==> src/hdl/conv_arith_pkg.sv <==
// arithmetic widths, tap and accumulator types, requantization constants
`default_nettype none

package conv_arith_pkg;

  ////////////////////////////////////////////////////////////
  // operand and product widths
  ////////////////////////////////////////////////////////////
  localparam int tap_w  = 8;   // one feature or weight tap
  localparam int prod_w = 16;  // full signed 8x8 product

  typedef logic signed [tap_w-1:0] tap_t;

  ////////////////////////////////////////////////////////////
  // accumulator and adder
  ////////////////////////////////////////////////////////////
  localparam int acc_w       = 28;
  localparam int cla_group_w = 4;  // bits per lookahead group

  typedef logic signed [acc_w-1:0] acc_t;

  ////////////////////////////////////////////////////////////
  // requantization
  ////////////////////////////////////////////////////////////
  // bias is aligned to the product scale before it is added
  localparam int bias_shift = 6;
  localparam int pixel_w    = 8;
  localparam int pixel_max  = 127;  // relu ceiling, 7-bit pixel

endpackage

`default_nettype wire

==> src/hdl/conv_ctrl_pkg.sv <==
// window geometry, pipeline depth, sequencer states and window/result records
`default_nettype none

package conv_ctrl_pkg;

  localparam int win_taps    = 9;  // 3x3 window
  localparam int mult_stages = 8;  // register stages of the multiplier
  localparam int seq_cnt_w   = $clog2(win_taps);

  typedef enum logic [1:0] {
    idle,
    feed,   // taps go into the pe
    drain,  // pipeline empties into the accumulator
    emit    // requantizer captures the sum
  } seq_state_e;

  // tap 0 sits in the most significant byte of each vector
  typedef struct packed {
    conv_arith_pkg::tap_t [0:win_taps-1] feat;
    conv_arith_pkg::tap_t [0:win_taps-1] weight;
    conv_arith_pkg::tap_t                bias;
  } window_t;

  typedef struct packed {
    logic [conv_arith_pkg::pixel_w-1:0] pixel;
    conv_arith_pkg::acc_t               dot;  // raw dot product before bias
  } conv_result_t;

endpackage

`default_nettype wire

==> src/hdl/cla_adder.sv <==
// 28-bit carry-lookahead adder of 4-bit groups with a second-level carry unit
`default_nettype none

module cla_adder (
  input  conv_arith_pkg::acc_t a,
  input  conv_arith_pkg::acc_t b,
  output conv_arith_pkg::acc_t sum
);

  localparam int gw     = conv_arith_pkg::cla_group_w;
  localparam int groups = conv_arith_pkg::acc_w / gw;

  logic [groups-1:0] grp_p;  // group propagate
  logic [groups-1:0] grp_g;  // group generate
  logic [groups-1:0] grp_c;  // carry into each group

  ////////////////////////////////////////////////////////////
  // 4-bit lookahead groups
  ////////////////////////////////////////////////////////////
  for (genvar k = 0; k < groups; k++) begin : g_grp
    logic [gw-1:0] bp;
    logic [gw-1:0] bg;
    logic [gw-1:0] c;
    logic          grp_gen;

    assign bp = a[k*gw +: gw] ^ b[k*gw +: gw];
    assign bg = a[k*gw +: gw] & b[k*gw +: gw];

    // generate out of the group with no carry in
    always_comb begin
      grp_gen = 1'b0;
      for (int i = 0; i < gw; i++) begin
        grp_gen = bg[i] | (bp[i] & grp_gen);
      end
    end

    assign grp_p[k] = &bp;
    assign grp_g[k] = grp_gen;

    always_comb begin
      c[0] = grp_c[k];
      for (int i = 0; i < gw - 1; i++) begin
        c[i+1] = bg[i] | (bp[i] & c[i]);
      end
    end

    assign sum[k*gw +: gw] = bp ^ c;
  end

  ////////////////////////////////////////////////////////////
  // second-level carry unit
  ////////////////////////////////////////////////////////////
  always_comb begin
    grp_c[0] = 1'b0;  // add only
    for (int k = 0; k < groups - 1; k++) begin
      grp_c[k+1] = grp_g[k] | (grp_p[k] & grp_c[k]);
    end
  end

endmodule

`default_nettype wire

==> src/hdl/conv_window_top.sv <==
// 3x3 convolution window engine: sequencer, multiply-accumulate pe and requantizer
`default_nettype none

module conv_window_top (
  input  logic                        clk,
  input  logic                        rstn,
  input  logic                        start,
  input  conv_ctrl_pkg::window_t      window,
  output logic                        busy,
  output logic                        done,
  output conv_ctrl_pkg::conv_result_t result
);

  logic                 pe_en;
  logic                 first;
  logic                 capture;
  conv_arith_pkg::tap_t feat_tap;
  conv_arith_pkg::tap_t weight_tap;
  conv_arith_pkg::tap_t bias;
  conv_arith_pkg::acc_t acc;

  window_sequencer u_seq (
    .clk        (clk),
    .rstn       (rstn),
    .start      (start),
    .window     (window),
    .busy       (busy),
    .done       (done),
    .pe_en      (pe_en),
    .first      (first),
    .feat_tap   (feat_tap),
    .weight_tap (weight_tap),
    .bias       (bias),
    .capture    (capture)
  );

  mac_pe u_pe (
    .clk        (clk),
    .rstn       (rstn),
    .en         (pe_en),
    .first      (first),
    .feat_tap   (feat_tap),
    .weight_tap (weight_tap),
    .acc        (acc)
  );

  requant_relu u_requant (
    .clk     (clk),
    .rstn    (rstn),
    .capture (capture),
    .acc     (acc),
    .bias    (bias),
    .result  (result)
  );

endmodule

`default_nettype wire

==> src/hdl/mac_pe.sv <==
// processing element: pipelined multiply with first-flag restart of the 28-bit accumulator
`default_nettype none

module mac_pe (
  input  logic                 clk,
  input  logic                 rstn,
  input  logic                 en,
  input  logic                 first,
  input  conv_arith_pkg::tap_t feat_tap,
  input  conv_arith_pkg::tap_t weight_tap,
  output conv_arith_pkg::acc_t acc
);

  localparam int depth = conv_ctrl_pkg::mult_stages;

  logic signed [conv_arith_pkg::prod_w-1:0] product;
  logic [depth-1:0]     first_q;   // first flag, aligned with the product
  conv_arith_pkg::acc_t prod_ext;
  conv_arith_pkg::acc_t acc_base;
  conv_arith_pkg::acc_t acc_next;

  signed_mult_pipe u_mult (
    .clk     (clk),
    .en      (en),
    .a       (feat_tap),
    .b       (weight_tap),
    .product (product)
  );

  always_ff @(posedge clk) begin
    if (!rstn) begin
      first_q <= '0;
    end else if (en) begin
      first_q <= {first_q[depth-2:0], first};
    end
  end

  assign prod_ext = conv_arith_pkg::acc_t'(product);        // sign extend
  assign acc_base = first_q[depth-1] ? '0 : acc;            // restart on tap 0

  cla_adder u_acc_add (
    .a   (prod_ext),
    .b   (acc_base),
    .sum (acc_next)
  );

  always_ff @(posedge clk) begin
    if (!rstn) begin
      acc <= '0;
    end else if (en) begin
      acc <= acc_next;
    end
  end

endmodule

`default_nettype wire

==> src/hdl/requant_relu.sv <==
// adds the aligned bias and clamps the sum relu-style to a 7-bit pixel
`default_nettype none

module requant_relu (
  input  logic                        clk,
  input  logic                        rstn,
  input  logic                        capture,
  input  conv_arith_pkg::acc_t        acc,
  input  conv_arith_pkg::tap_t        bias,
  output conv_ctrl_pkg::conv_result_t result
);

  localparam int aw = conv_arith_pkg::acc_w;
  localparam int tw = conv_arith_pkg::tap_w;
  localparam int sh = conv_arith_pkg::bias_shift;
  localparam int pw = conv_arith_pkg::pixel_w;

  conv_arith_pkg::acc_t bias_ext;
  conv_arith_pkg::acc_t biased;
  logic [pw-1:0]        pixel;

  assign bias_ext = {{(aw - tw - sh){bias[tw-1]}}, bias, {sh{1'b0}}};  // bias * 64

  cla_adder u_bias_add (
    .a   (acc),
    .b   (bias_ext),
    .sum (biased)
  );

  always_comb begin
    if (biased[aw-1]) begin
      pixel = '0;                                   // negative
    end else if (|biased[aw-2:sh+pw-1]) begin
      pixel = pw'(conv_arith_pkg::pixel_max);       // saturate
    end else begin
      pixel = {1'b0, biased[sh+pw-2:sh]};
    end
  end

  always_ff @(posedge clk) begin
    if (!rstn) begin
      result <= '0;
    end else if (capture) begin
      result.pixel <= pixel;
      result.dot   <= acc;
    end
  end

endmodule

`default_nettype wire

==> src/hdl/signed_mult_pipe.sv <==
// eight-stage signed 8x8 multiplier, magnitude partial products and split low/high reduction
`default_nettype none

module signed_mult_pipe (
  input  logic                                       clk,
  input  logic                                       en,
  input  conv_arith_pkg::tap_t                       a,
  input  conv_arith_pkg::tap_t                       b,
  output logic signed [conv_arith_pkg::prod_w-1:0]   product
);

  logic [7:0]  a_mag;
  logic [7:0]  b_mag;
  logic [7:0]  pp [8];
  logic [7:0]  pp_q [8];
  logic [5:0]  lsb2_q [4];
  logic [2:0]  hi2_even_q [4];
  logic [3:0]  hi2_odd_q [4];
  logic [9:0]  sum3_q [4];
  logic [7:0]  lsb4_q [2];
  logic [2:0]  hi4_even_q [2];
  logic [4:0]  hi4_odd_q [2];
  logic [11:0] sum5_q [2];
  logic [9:0]  lsb6_q;
  logic [2:0]  hi6_even_q;
  logic [6:0]  hi6_odd_q;
  logic [15:0] sum7_q;       // unsigned magnitude of the product
  logic [6:0]  sign_q;       // sign travels beside stages 1 to 7

  ////////////////////////////////////////////////////////////
  // stage 1: magnitudes and partial products
  ////////////////////////////////////////////////////////////
  assign a_mag = a[7] ? ~a + 1'b1 : a;  // -128 maps to 8'h80
  assign b_mag = b[7] ? ~b + 1'b1 : b;

  always_comb begin
    for (int i = 0; i < 8; i++) begin
      pp[i] = b_mag[i] ? a_mag : 8'h00;
    end
  end

  always_ff @(posedge clk) begin
    if (en) begin
      pp_q   <= pp;
      sign_q <= {sign_q[5:0], a[7] ^ b[7]};
    end
  end

  ////////////////////////////////////////////////////////////
  // stages 2 and 3: pairs at shift one
  ////////////////////////////////////////////////////////////
  always_ff @(posedge clk) begin
    if (en) begin
      for (int j = 0; j < 4; j++) begin
        lsb2_q[j]     <= pp_q[2*j][4:0] + {pp_q[2*j+1][3:0], 1'b0};
        hi2_even_q[j] <= pp_q[2*j][7:5];
        hi2_odd_q[j]  <= pp_q[2*j+1][7:4];
        // high part picks up the low carry
        sum3_q[j] <= {5'(hi2_even_q[j] + hi2_odd_q[j] + lsb2_q[j][5]), lsb2_q[j][4:0]};
      end
    end
  end

  ////////////////////////////////////////////////////////////
  // stages 4 and 5: pairs at shift two
  ////////////////////////////////////////////////////////////
  always_ff @(posedge clk) begin
    if (en) begin
      for (int m = 0; m < 2; m++) begin
        lsb4_q[m]     <= sum3_q[2*m][6:0] + {sum3_q[2*m+1][4:0], 2'b00};
        hi4_even_q[m] <= sum3_q[2*m][9:7];
        hi4_odd_q[m]  <= sum3_q[2*m+1][9:5];
        sum5_q[m] <= {5'(hi4_even_q[m] + hi4_odd_q[m] + lsb4_q[m][7]), lsb4_q[m][6:0]};
      end
    end
  end

  ////////////////////////////////////////////////////////////
  // stages 6 and 7: last pair at shift four
  ////////////////////////////////////////////////////////////
  always_ff @(posedge clk) begin
    if (en) begin
      lsb6_q     <= sum5_q[0][8:0] + {sum5_q[1][4:0], 4'h0};
      hi6_even_q <= sum5_q[0][11:9];
      hi6_odd_q  <= sum5_q[1][11:5];
      sum7_q     <= {7'(hi6_even_q + hi6_odd_q + lsb6_q[9]), lsb6_q[8:0]};
    end
  end

  // stage 8: restore the sign
  always_ff @(posedge clk) begin
    if (en) begin
      product <= sign_q[6] ? ~sum7_q + 1'b1 : sum7_q;
    end
  end

endmodule

`default_nettype wire

==> src/hdl/window_sequencer.sv <==
// FSM that latches a 3x3 window, feeds its taps into the pe, drains the pipeline and signals done
`default_nettype none

module window_sequencer (
  input  logic                   clk,
  input  logic                   rstn,
  input  logic                   start,
  input  conv_ctrl_pkg::window_t window,
  output logic                   busy,
  output logic                   done,
  output logic                   pe_en,
  output logic                   first,
  output conv_arith_pkg::tap_t   feat_tap,
  output conv_arith_pkg::tap_t   weight_tap,
  output conv_arith_pkg::tap_t   bias,
  output logic                   capture
);

  localparam int tw     = conv_arith_pkg::tap_w;
  localparam int vec_w  = conv_ctrl_pkg::win_taps * tw;
  localparam int cnt_w  = conv_ctrl_pkg::seq_cnt_w;

  conv_ctrl_pkg::seq_state_e state;
  logic [cnt_w-1:0]          cnt;
  logic [vec_w-1:0]          feat_sr;    // tap 0 on top
  logic [vec_w-1:0]          weight_sr;

  ////////////////////////////////////////////////////////////
  // state and counters
  ////////////////////////////////////////////////////////////
  always_ff @(posedge clk) begin
    if (!rstn) begin
      state <= conv_ctrl_pkg::idle;
      cnt   <= '0;
      done  <= 1'b0;
    end else begin
      done <= capture;  // lines up with the registered result
      case (state)
        conv_ctrl_pkg::idle: begin
          if (start) begin
            state <= conv_ctrl_pkg::feed;
            cnt   <= '0;
          end
        end
        conv_ctrl_pkg::feed: begin
          if (cnt == cnt_w'(conv_ctrl_pkg::win_taps - 1)) begin
            state <= conv_ctrl_pkg::drain;
            cnt   <= '0;
          end else begin
            cnt <= cnt + 1'b1;
          end
        end
        conv_ctrl_pkg::drain: begin
          // multiplier stages plus the accumulator register
          if (cnt == cnt_w'(conv_ctrl_pkg::mult_stages)) begin
            state <= conv_ctrl_pkg::emit;
            cnt   <= '0;
          end else begin
            cnt <= cnt + 1'b1;
          end
        end
        conv_ctrl_pkg::emit: state <= conv_ctrl_pkg::idle;
        default:             state <= conv_ctrl_pkg::idle;
      endcase
    end
  end

  ////////////////////////////////////////////////////////////
  // window operands
  ////////////////////////////////////////////////////////////
  always_ff @(posedge clk) begin
    if (state == conv_ctrl_pkg::idle && start) begin
      feat_sr   <= window.feat;
      weight_sr <= window.weight;
      bias      <= window.bias;
    end else if (state == conv_ctrl_pkg::feed) begin
      feat_sr   <= feat_sr << tw;   // zeros follow the last tap
      weight_sr <= weight_sr << tw;
    end
  end

  assign feat_tap   = feat_sr[vec_w-1 -: tw];
  assign weight_tap = weight_sr[vec_w-1 -: tw];

  assign busy    = (state != conv_ctrl_pkg::idle);
  assign pe_en   = (state == conv_ctrl_pkg::feed) || (state == conv_ctrl_pkg::drain);
  assign first   = (state == conv_ctrl_pkg::feed) && (cnt == '0);
  assign capture = (state == conv_ctrl_pkg::emit);

endmodule

`default_nettype wire

==> config.mk <==
export PLATFORM = sky130hd
export DESIGN_NAME = conv_window_top
export DESIGN_NICKNAME = d
export VERILOG_FILES = /design/src/hdl/conv_arith_pkg.sv /design/src/hdl/conv_ctrl_pkg.sv /design/src/hdl/cla_adder.sv /design/src/hdl/conv_window_top.sv /design/src/hdl/mac_pe.sv /design/src/hdl/requant_relu.sv /design/src/hdl/signed_mult_pipe.sv /design/src/hdl/window_sequencer.sv
export SDC_FILE = /design/constraint.sdc
export NUM_CORES = 1
export LEC_CHECK = 0
export ABC_AREA = 0
export BUFFER_PORTS_ARGS = -buffer_cell sky130_fd_sc_hd__buf_4
export CELL_PAD_IN_SITES_DETAIL_PLACEMENT = 1
export CELL_PAD_IN_SITES_GLOBAL_PLACEMENT = 2
export CORE_MARGIN = 5
export CORE_UTILIZATION = 25
export CTS_CLUSTER_SIZE = 14
export DETAILED_ROUTE_END_ITERATION = 10
export GPL_ROUTABILITY_DRIVEN = 0
export PLACE_DENSITY_LB_ADDON = 0.05
export RECOVER_POWER = 100
export SLEW_MARGIN = 20
export SYNTH_ARGS = -nofsm -noshare
export SYNTH_HDL_FRONTEND = slang
export SYNTH_SLANG_ARGS = --single-unit
export TNS_END_PERCENT = 100
==> constraint.sdc <==
create_clock -name clk -period 9.2 [get_ports clk]
set_clock_uncertainty 0.15 [all_clocks]
set_input_delay 0.92 -clock clk [delete_from_list [all_inputs] [get_ports clk]]
set_output_delay 0.92 -clock clk [all_outputs]
set_load 0.1 [all_outputs]
==> results of run 1 <==
-- power by group through the flow --
stage	clock network [W]	registers [W]	logic (W)
6_report	0.00250	0.00492	0.00379
5_1_grt	0.00271	0.00509	0.00437
4_1_cts	0.00262	0.00489	0.00399
3_5_place_dp	0	0.00493	0.00397
3_3_place_gp	0	0.00490	0.00392
2_1_floorplan	0	0.00495	0.00273
-- path summary, 6_finish.rpt --
path	startpoint	end	slack (ns)
worst max register to register	u_seq.state[1]$_SDFFE_PN0P_	u_pe.u_mult.sum7_q[5]$_DFFE_PP_	2.70
worst min register to register	u_pe.u_mult.sum3_q[2][8]$_DFFE_PP_	u_pe.u_mult.hi4_even_q[0][4]$_DFFE_PP_	0.25
worst min-delay path	u_pe.u_mult.sum3_q[2][8]$_DFFE_PP_	u_pe.u_mult.hi4_even_q[0][4]$_DFFE_PP_	0.25
worst max-delay path	u_seq.state[1]$_SDFFE_PN0P_	u_pe.u_mult.sum7_q[5]$_DFFE_PP_	2.70
-- layout make-up --
class                      instances  area, sq um  area share (%)
clock inverter                    35          325            1.21
antenna                            4         10.0          0.0373
inverter                          95          357            1.33
multi-input combinational        830         7260            27.1
clock buffer                      79         1760            6.58
timing repair buffer             206         1370            5.11
tap                             1165         1460            5.44
sequential                       501        14300            53.2
-- critical path: stages (launching register included) --
cell      delay, ns
dfxtp_1        0.39
inv_1          0.10
ha_1           2.12
clkbuf_1       3.15
-- cell usage in the layout, fill, tap and decap left out, types with 58 or more instances in the layout --
| cell type | instances |
|---|---|
| inv_1 | 92 |
| mux2i_1 | 60 |
| nor2b_1 | 67 |
| edfxtp_1 | 423 |
| mux2_2 | 123 |
| buf_4 | 151 |
| dfxtp_1 | 78 |
| fa_1 | 58 |
| nor2_1 | 125 |
| ha_1 | 93 |
| clkbuf_16 | 68 |
-- cells by family (layout without fill, tap and decap cells) --
logic type / Yosys count / after routing / synth area share, %
flops: 501 / 501 / 64.6
compound gates: 130 / 130 / 3.84
other cells: 1 / 5 / 0.0170
fa+ha+maj: 151 / 151 / 10.5
buf+inv: 137 / 415 / 2.44
mux: 188 / 188 / 9.25
simple gates: 287 / 287 / 6.45
xor+xnor: 73 / 73 / 2.90
-- sequential cells by signal (all words and copies together), names as in the netlist, 8 cells and up --
register and cells:
u_pe.u_mult.lsb6_q 10, u_pe.u_mult.hi2_even_q 12, u_pe.u_mult.lsb4_q 16, u_pe.u_mult.sum3_q 40, u_requant.result 35, u_pe.u_mult.sum5_q 24
u_pe.u_mult.hi4_odd_q 10, u_seq.bias 8, u_seq.weight_sr 72, u_pe.u_mult.product 16, u_pe.u_mult.pp_q 64, u_seq.feat_sr 72
u_pe.u_mult.lsb2_q 24, u_pe.first_q 8, u_pe.u_mult.hi2_odd_q 16, u_pe.acc 28, u_pe.u_mult.sum7_q 16
-- routing by layer --
layer,up-vias,track usage [%]
li1,5767,-
met1,5810,12.5
met2,201,18.1
met3,83,3.96
met4,10,3.06
met5,-,0
-- metrics by stage --
| step | instances | hold WS [ns] | setup slack (ns) | cell area, sq um | total power, W |
|---|---|---|---|---|---|
| after global routing | 2911 | 0.270 | 1.91 | 26800 | 0.0122 |
| after global placement | 2797 | 0.251 | 3.76 | 24900 | 0.00882 |
| after floorplan | 1468 | 0.250 | 1.58 | 22100 | 0.00768 |
| final | 2915 | 0.252 | 2.70 | 26800 | 0.0112 |
| after detailed placement | 2797 | 0.256 | 3.84 | 24900 | 0.00889 |
| after CTS | 2911 | 0.254 | 3.81 | 27000 | 0.0115 |
==> metrics.txt, run 1 <==
status finished, violations left; failing checks max-capacitance violations, max-slew violations; Synth area leader edfxtp_1; Slew @ Worst Pin 4.39 ns; Slew HR -193%; maximum VDD drop 0.000183 V; Clock Sinks 501; Synth top cells by count 423 x edfxtp_1, 128 x mux2_2, 125 x nor2_1, 93 x ha_1, 92 x inv_1; Cell variety after synth 51; Max Cap Viol 9; metal2 WL 24400 um; routed len/inst 17.0 um; # DRC 0; overflow left after global routing 0; Initial Util 25.1%; Die Height 307 um; number of flops mapped to enable cells by yosys 423; sequential share of power 43.9%; Post-synth ARST share 0%; antenna viol nets, final 0; Slew Limit Fails 470; period utilization 70.7%; Gate power share 33.8%; net switching power 0.00376 W; final setup violation count 0; pin count of the biggest net entering global routing 83; Filler cells 9316; vias in the first global route 13100; ranking of synthesized cells by area edfxtp_1 58%, dfxtp_1 7.1%, mux2_2 6.5%, ha_1 5.3%, fa_1 5.3%; wl on met1 20400 um; sequential share of the synthesized area 64.6%; Skew-Pair Late Insertion Delay 0.60 ns; Nets 2006; total track usage 10.6%; Synth Instances 1468; DRT Pass-1 Iters 4; CP Class flop to flop; minimum clock period 6.50 ns; leak pwr 10.1 nW; Critical Path Source Type flop; Util after Layout 30.5%; post-synth top area share 57.5%; fraction of layout cells with a size suffix above 1 21.2%; final hold viol count 0; initial antenna violation count 9; PwrDens 418 nW/um^2; CP Max Fanout 82; first-pass GRT wire length 77800 um; CTS tree built; IO Port Bufs 191; Switching Share 33.6%; R2R cell count 3; Yosys reg bits 501; root cell of the clock tree clkbuf_16; Post-DP HPWL 34600 um; Final TNS setup 0 ns; CP arrival 6.42 ns; Post-Syn Area 22100 sq um; syn_nets 1774; H-Tree Depth 3; Hold WC Path Type flop to flop; Syn-to-layout area delta 21.4%; number of buffers created by CTS 66; number of DRC markers in iteration 0 568; internal power 0.00744 W; hold path cells 0; routed vias 11900; die area 94400 sq um; Boundary Pins 193; Rows 109; Clock power frac 22.3%; clock buffer depth 3; Req. time, crit path 9.12 ns; unrepaired setup endpoints after global routing no; Top Layer Used met5; core area 88000 sq um; Die Wd 307 um; Avg Vias per Cell 4.07; yosys warns 0; Max Fclk 154 MHz; Post-CTS Hold Buffers 0; Worst Setup End Kind flop; clock-pin slew on the worst setup and hold paths 0.06 ns; most frequent cell after synthesis edfxtp_1; drt total wl 49600 um; Post-CTS Setup Repair Bufs 0; commonest register cell after synthesis edfxtp_1; Mean Syn Cell Area 15.0 sq um; PostCTS Resize Cnt 0; WL met3 3390 um
(Power assumes the default switching activity.)
==> run 2, diff against run 1 <==
- clock period: 9.2 -> 6.7 ns (I/O delays scaled with it)
==> run 2 against run 1 <==
Effect of this change: the flow still finishes with violations (max-capacitance violations, max-slew violations); global-route usage hardly changed; combinational power is 38% higher; register-to-register slack lost 1.3 ns; final area fell by 0.56%; hold slack worse by 0.15 ns; first-iteration DRC count fell by 22%; core utilization is 0.17 points lower.
==> metrics.txt, run 2 (synthesized netlist as in run 1, its figures left out) <==
status finished, violations left; failing checks max-capacitance violations, max-slew violations; # DRC 0; commonest cells after routing, fill and taps aside 423 x edfxtp_1, 152 x buf_4, 125 x nor2_1, 124 x mux2_2, 93 x ha_1; initial antenna violation count 13; CP arrival 5.44 ns; clock buffer depth 3; Req. time, crit path 6.81 ns; number of DRC markers in iteration 0 441; Post-CTS Hold Buffers 0; Worst Setup End Kind flop; Slew HR -144%; H-Tree Depth 2; vias in the first global route 13300; Syn-to-layout area delta 20.7%; Critical Path Source Type flop; routed len/inst 17.2 um; die area 94400 sq um; number of buffers created by CTS 61; CP Max Fanout 65; total track usage 10.6%; maximum VDD drop 0.000588 V; worst setup margin 1.36 ns; Skew-Pair Late Insertion Delay 0.63 ns; antenna viol nets, final 0; overflow left after global routing 0; Clock Sinks 501; final setup violation count 0; Max Fclk 187 MHz; Hold WC Path Type input pin to flop; clock-pin slew on the worst setup and hold paths 0.06 ns; Slew Limit Fails 231; pin count of the biggest net entering global routing 186; Max Cap Viol 3; Post-CTS Setup Repair Bufs 0; Filler cells 9319; PostCTS Resize Cnt 0; final hold viol count 0; Final TNS setup 0 ns; minimum clock period 5.34 ns; PwrDens 566 nW/um^2; Initial Util 25.1%; routed vias 11900; period utilization 79.7%; Top Registers u_seq.feat_sr x72, u_seq.weight_sr x72, u_pe.u_mult.pp_q x64; CP Class flop to flop; root cell of the clock tree clkbuf_16; Nets 2001; Slew @ Worst Pin 3.66 ns; hold path cells 1; CTS tree built; leak pwr 10.0 nW; Avg Vias per Cell 4.08; IO Port Bufs 191; pre-CTS setup slack 1.50 ns; Boundary Pins 193; DRT Pass-1 Iters 5; fraction of layout cells with a size suffix above 1 21.2%; Post-DP HPWL 34500 um; Rows 109; Die Wd 307 um; drt total wl 50000 um; unrepaired setup endpoints after global routing no; first-pass GRT wire length 78800 um; core area 88000 sq um; R2R cell count 5; Die Height 307 um; leading cell type in the layout, fill and taps excluded edfxtp_1
-- run 2: routing by layer --
metal  share of wire, %  GRT usage [%]  vias to the layer above  routed length (um)
met3                7.4           4.19                       89                3700
met4                2.1           2.55                       16                1040
met5               0.22              0                        -                 110
met1                 41           12.4                     5838               20600
met2                 49           18.4                      200               24600
li1                   -              -                     5747                   -
-- run 2: area by class of cell --
type	count	area (sq um)	share of cell area, %
inverter	95	357	1.34
clock inverter	41	335	1.26
timing repair buffer	206	1390	5.23
multi-input combinational	830	7260	27.2
sequential	501	14300	53.5
clock buffer	75	1580	5.92
tap	1165	1460	5.47
antenna	4	10.0	0.0376
-- run 2: where the power goes --
part	internal (W)	switching, W	leakage, nW
sequential	0.00601	0.000687	4.72
clock	0.00183	0.00133	0.929
combinational	0.00209	0.00313	4.39
-- run 2: path summary, 6_finish.rpt --
path                                        start                               to  slack, ns
setup / recovery      u_seq.state[0]$_SDFFE_PN0P_   u_seq.feat_sr[1]$_SDFFCE_PN0P_       1.36
hold / removal                          window[5]          u_seq.bias[5]$_DFFE_PP_       0.10
setup reg to reg      u_seq.state[0]$_SDFFE_PN0P_   u_seq.feat_sr[1]$_SDFFCE_PN0P_       1.36
hold reg to reg   u_pe.u_mult.sign_q[1]$_DFFE_PP_  u_pe.u_mult.sign_q[2]$_DFFE_PP_       0.26
-- run 2: metrics by stage --
step	hold WS, ns	cells	power (W)	cell area [sq um]	utilization (%)
final	0.101	2917	0.0151	26700	30.3
after detailed placement	0.255	2796	0.0122	24900	28.4
after global placement	0.250	2796	0.0121	24900	28.4
after floorplan	0.250	1468	0.0105	22100	-
after CTS	0.0110	2912	0.0155	26900	30.5
after global routing	0.0365	2915	0.0164	26600	30.3
-- run 2: critical path, cell delays in order, from the launching register on --
cell and delay (ns):
dfxtp_1 0.33, inv_1 0.13, ha_1 0.71, and2_4 0.87, or2_1 1.96, buf_4 0.79
==> run 3, diff against run 2 <==
- ABC_AREA: 0 -> 1
- clock period: 6.7 -> 4.57 ns (I/O delays scaled with it)
==> run 3 against run 2 <==
Effect of this change: the flow still finishes with violations (max-capacitance violations, max-slew violations); total power grew 45%; flip-flop and latch count is the same; area after synthesis grew 0.88%; critical path depth grew 16; global-route usage grew 0.88 points; routed wire length grew 8.7%; combinational power grew 45%; critical path type unchanged; critical endpoint is now u_pe.acc[27]$_SDFFE_PN0P_; largest cell class unchanged.
==> metrics.txt, run 3 <==
Mean Syn Cell Area 11.6 sq um; Util after Layout 32.0%; initial antenna violation count 2; CTS tree built; commonest register cell after synthesis edfxtp_1; area post-placement 25100 sq um; Rows 109; Layout Cell Area excl Fill 28300 sq um; leak pwr 11.8 nW; pin count of the biggest net entering global routing 148; period utilization 94.3%; first-pass GRT wire length 87600 um; final hold viol count 0; DRT Pass-1 Iters 4; Pwr Total 0.0219 W; yosys warns 0; drt total wl 54400 um; # DRC 0; Slew HR -61.1%; most frequent cell after synthesis nand2_1; routed len/inst 15.6 um; H-Tree Depth 2; Slew @ Worst Pin 2.42 ns; Max Cap Viol 5; hold path cells 3; number of DRC markers in iteration 0 607; Synth top cells by count 513 x nand2_1, 423 x edfxtp_1, 190 x inv_1, 132 x nor2_1, 105 x a21oi_1; commonest cells after routing, fill and taps aside 518 x nand2_1, 423 x edfxtp_1, 194 x inv_1, 151 x buf_4, 150 x dlygate4sd3_1; Post-CTS Setup Repair Bufs 0; maximum VDD drop 0.000459 V; Yosys reg bits 501; Max Fclk 232 MHz; Post-Syn Area 22300 sq um; number of flops mapped to enable cells by yosys 423; Skew-Pair Late Insertion Delay 0.62 ns; Slew Limit Fails 426; Hold Path End u_seq.feat_sr[70]$_DFFE_PP_; sequential share of the synthesized area 64.0%; leading cell type in the layout, fill and taps excluded nand2_1; CP Class flop to flop; Syn-to-layout area delta 26.8%; Initial Util 25.2%; PwrDens 776 nW/um^2; Avg Vias per Cell 4.09; vias in the first global route 16100; Worst Setup End Kind flop; R2R cell count 21; Req. time, crit path 4.90 ns; hold_ws 0.0440 ns; syn_nets 2222; post-synth top area share 57.0%; reg2reg start u_pe.u_mult.product[0]$_DFFE_PP_; status finished, violations left; fraction of layout cells with a size suffix above 1 12.2%; routed vias 14300; Boundary Pins 193; Synth Instances 1916; Post-synth ARST share 0%; unrepaired setup endpoints after global routing no; Nets 2588; HP Start window[150]; minimum clock period 4.31 ns; r2r setup slk 0.26 ns; Post-DP HPWL 37700 um; antenna viol nets, final 0; Die Wd 309 um; CP Max Fanout 2; root cell of the clock tree clkbuf_16; Clock Sinks 501; Cell variety after synth 45; total track usage 11.5%; Filler cells 9722; overflow left after global routing 0; Critical Path Source Type flop; Die Height 309 um; clock-pin slew on the worst setup and hold paths 0.06 ns; clock buffer depth 3; core area 88400 sq um; number of buffers created by CTS 61; Top Registers u_seq.feat_sr x72, u_seq.weight_sr x72, u_pe.u_mult.pp_q x64; Hold WC Path Type input pin to flop; ranking of synthesized cells by area edfxtp_1 57%, nand2_1 8.6%, dfxtp_1 7.0%, ha_1 5.2%, fa_1 5.2%; IO Port Bufs 191; final setup violation count 0; failing checks max-capacitance violations, max-slew violations; die area 95200 sq um; CP arrival 4.64 ns; r2r endpoint u_pe.acc[27]$_SDFFE_PN0P_; Synth area leader edfxtp_1
==> run 3: changes by cell type in the layout (fill, tap and decap cells not counted), moves of 60 or more <==
cell | previous run | this run
nand2_1 | 25 | 518
dlygate4sd3_1 | 0 | 150
mux2_2 | 124 | 0
inv_1 | 92 | 194
a21oi_1 | 37 | 106
nor2b_1 | 67 | 0
mux2i_1 | 60 | 0
o21ai_0 | 29 | 89
==> run 3: worst max-delay path: stages, from the launching register on <==
cell	delay [ns]
edfxtp_1	0.38
ha_2	0.21
fa_2	0.34
fa_2	0.36
fa_2	0.35
nand2_1	0.07
nand4_1	0.14
nand2_1	0.12
nand2_2	0.09
nand2_2	0.08
nand2_2	0.06
nand2_2	0.06
nand2_2	0.06
nand2_1	0.06
nand2_1	0.07
fa_2	0.34
fa_1	0.38
fa_1	0.39
xnor2_1	0.18
nor2_1	0.07
xnor2_1	0.17
nor2_1	0.05
==> run 3: repair_timing <==
| item | 4_1_cts | 5_1_grt |
|---|---|---|
| hold buffers | 150 | 0 |
| cloned | 0 | 0 |
| pin swaps | 3 | 3 |
| gates resized for setup | 2 | 4 |
| hold endpoints to repair | 150 | 0 |
| setup endpoints to repair | 1 | 2 |
==> run 3: cell type report <==
class / instances / area (sq um) / share of cell area, %
Antenna cell: 2 / 5.00 / 0.0177
Clock buffer: 71 / 1560 / 5.53
Clock inverter: 38 / 360 / 1.28
Inverter: 204 / 769 / 2.72
Multi-Input combinational cell: 1155 / 6920 / 24.5
Sequential cell: 501 / 14300 / 50.5
Tap cell: 1165 / 1460 / 5.16
Timing Repair Buffer: 359 / 2920 / 10.3
==> run 3: stage by stage <==
step | setup slack, ns | TNS [ns] | cells
floorplan | 0.0416 | 0 | 1916
global placement | 0.0461 | 0 | 3234
detailed placement | -0.0514 | -0.0514 | 3234
CTS | 0.0235 | 0 | 3493
global route | 0.0152 | 0 | 3495
finish | 0.261 | 0 | 3495
==> run 3: power by group <==
part	leakage (nW)	internal, W	total (W)	switching, W
Sequential	4.75	0.00866	0.00957	0.000908
Combinational	6.11	0.00242	0.00758	0.00516
Clock	0.953	0.00282	0.00477	0.00196
==> run 3: worst max-delay path by stage <==
stage,startpoint,endpoint,slack [ns],cells after the start
floorplan,u_pe.first_q[7]$_SDFFE_PN0P_,u_pe.acc[27]$_SDFFE_PN0P_,0.04,24
global placement,u_pe.acc[0]$_SDFFE_PN0P_,u_pe.acc[27]$_SDFFE_PN0P_,0.05,23
detailed placement,u_pe.u_mult.product[0]$_DFFE_PP_,u_pe.acc[27]$_SDFFE_PN0P_,-0.05,21
CTS,u_pe.u_mult.product[0]$_DFFE_PP_,u_pe.acc[27]$_SDFFE_PN0P_,0.02,21
global route,u_pe.acc[0]$_SDFFE_PN0P_,u_pe.acc[27]$_SDFFE_PN0P_,0.02,23
finish,u_pe.u_mult.product[0]$_DFFE_PP_,u_pe.acc[27]$_SDFFE_PN0P_,0.26,21
==> run 3: layer usage <==
layer | vias to the layer above | wire [um] | global-route usage (%)
met2 | 195 | 27500 | 20.9
met4 | 0 | 1290 | 3.21
met1 | 6907 | 23800 | 14.0
li1 | 7107 | - | -
met5 | - | 0 | 0
met3 | 80 | 1840 | 1.95
==> run 3: cells by family (layout without fill, tap and decap cells) <==
kind of cell / count (synthesis) / after routing / share of synthesized area (%)
buffers and inverters: 260 / 672 / 4.56
adders and majority gates: 151 / 151 / 10.4
xor gates and xnor gates: 64 / 64 / 2.55
DFF: 501 / 501 / 64.0
and+or+nand+nor: 728 / 728 / 13.4
other: 1 / 3 / 0.0168
AOI/OAI and AO/OA: 211 / 211 / 5.01
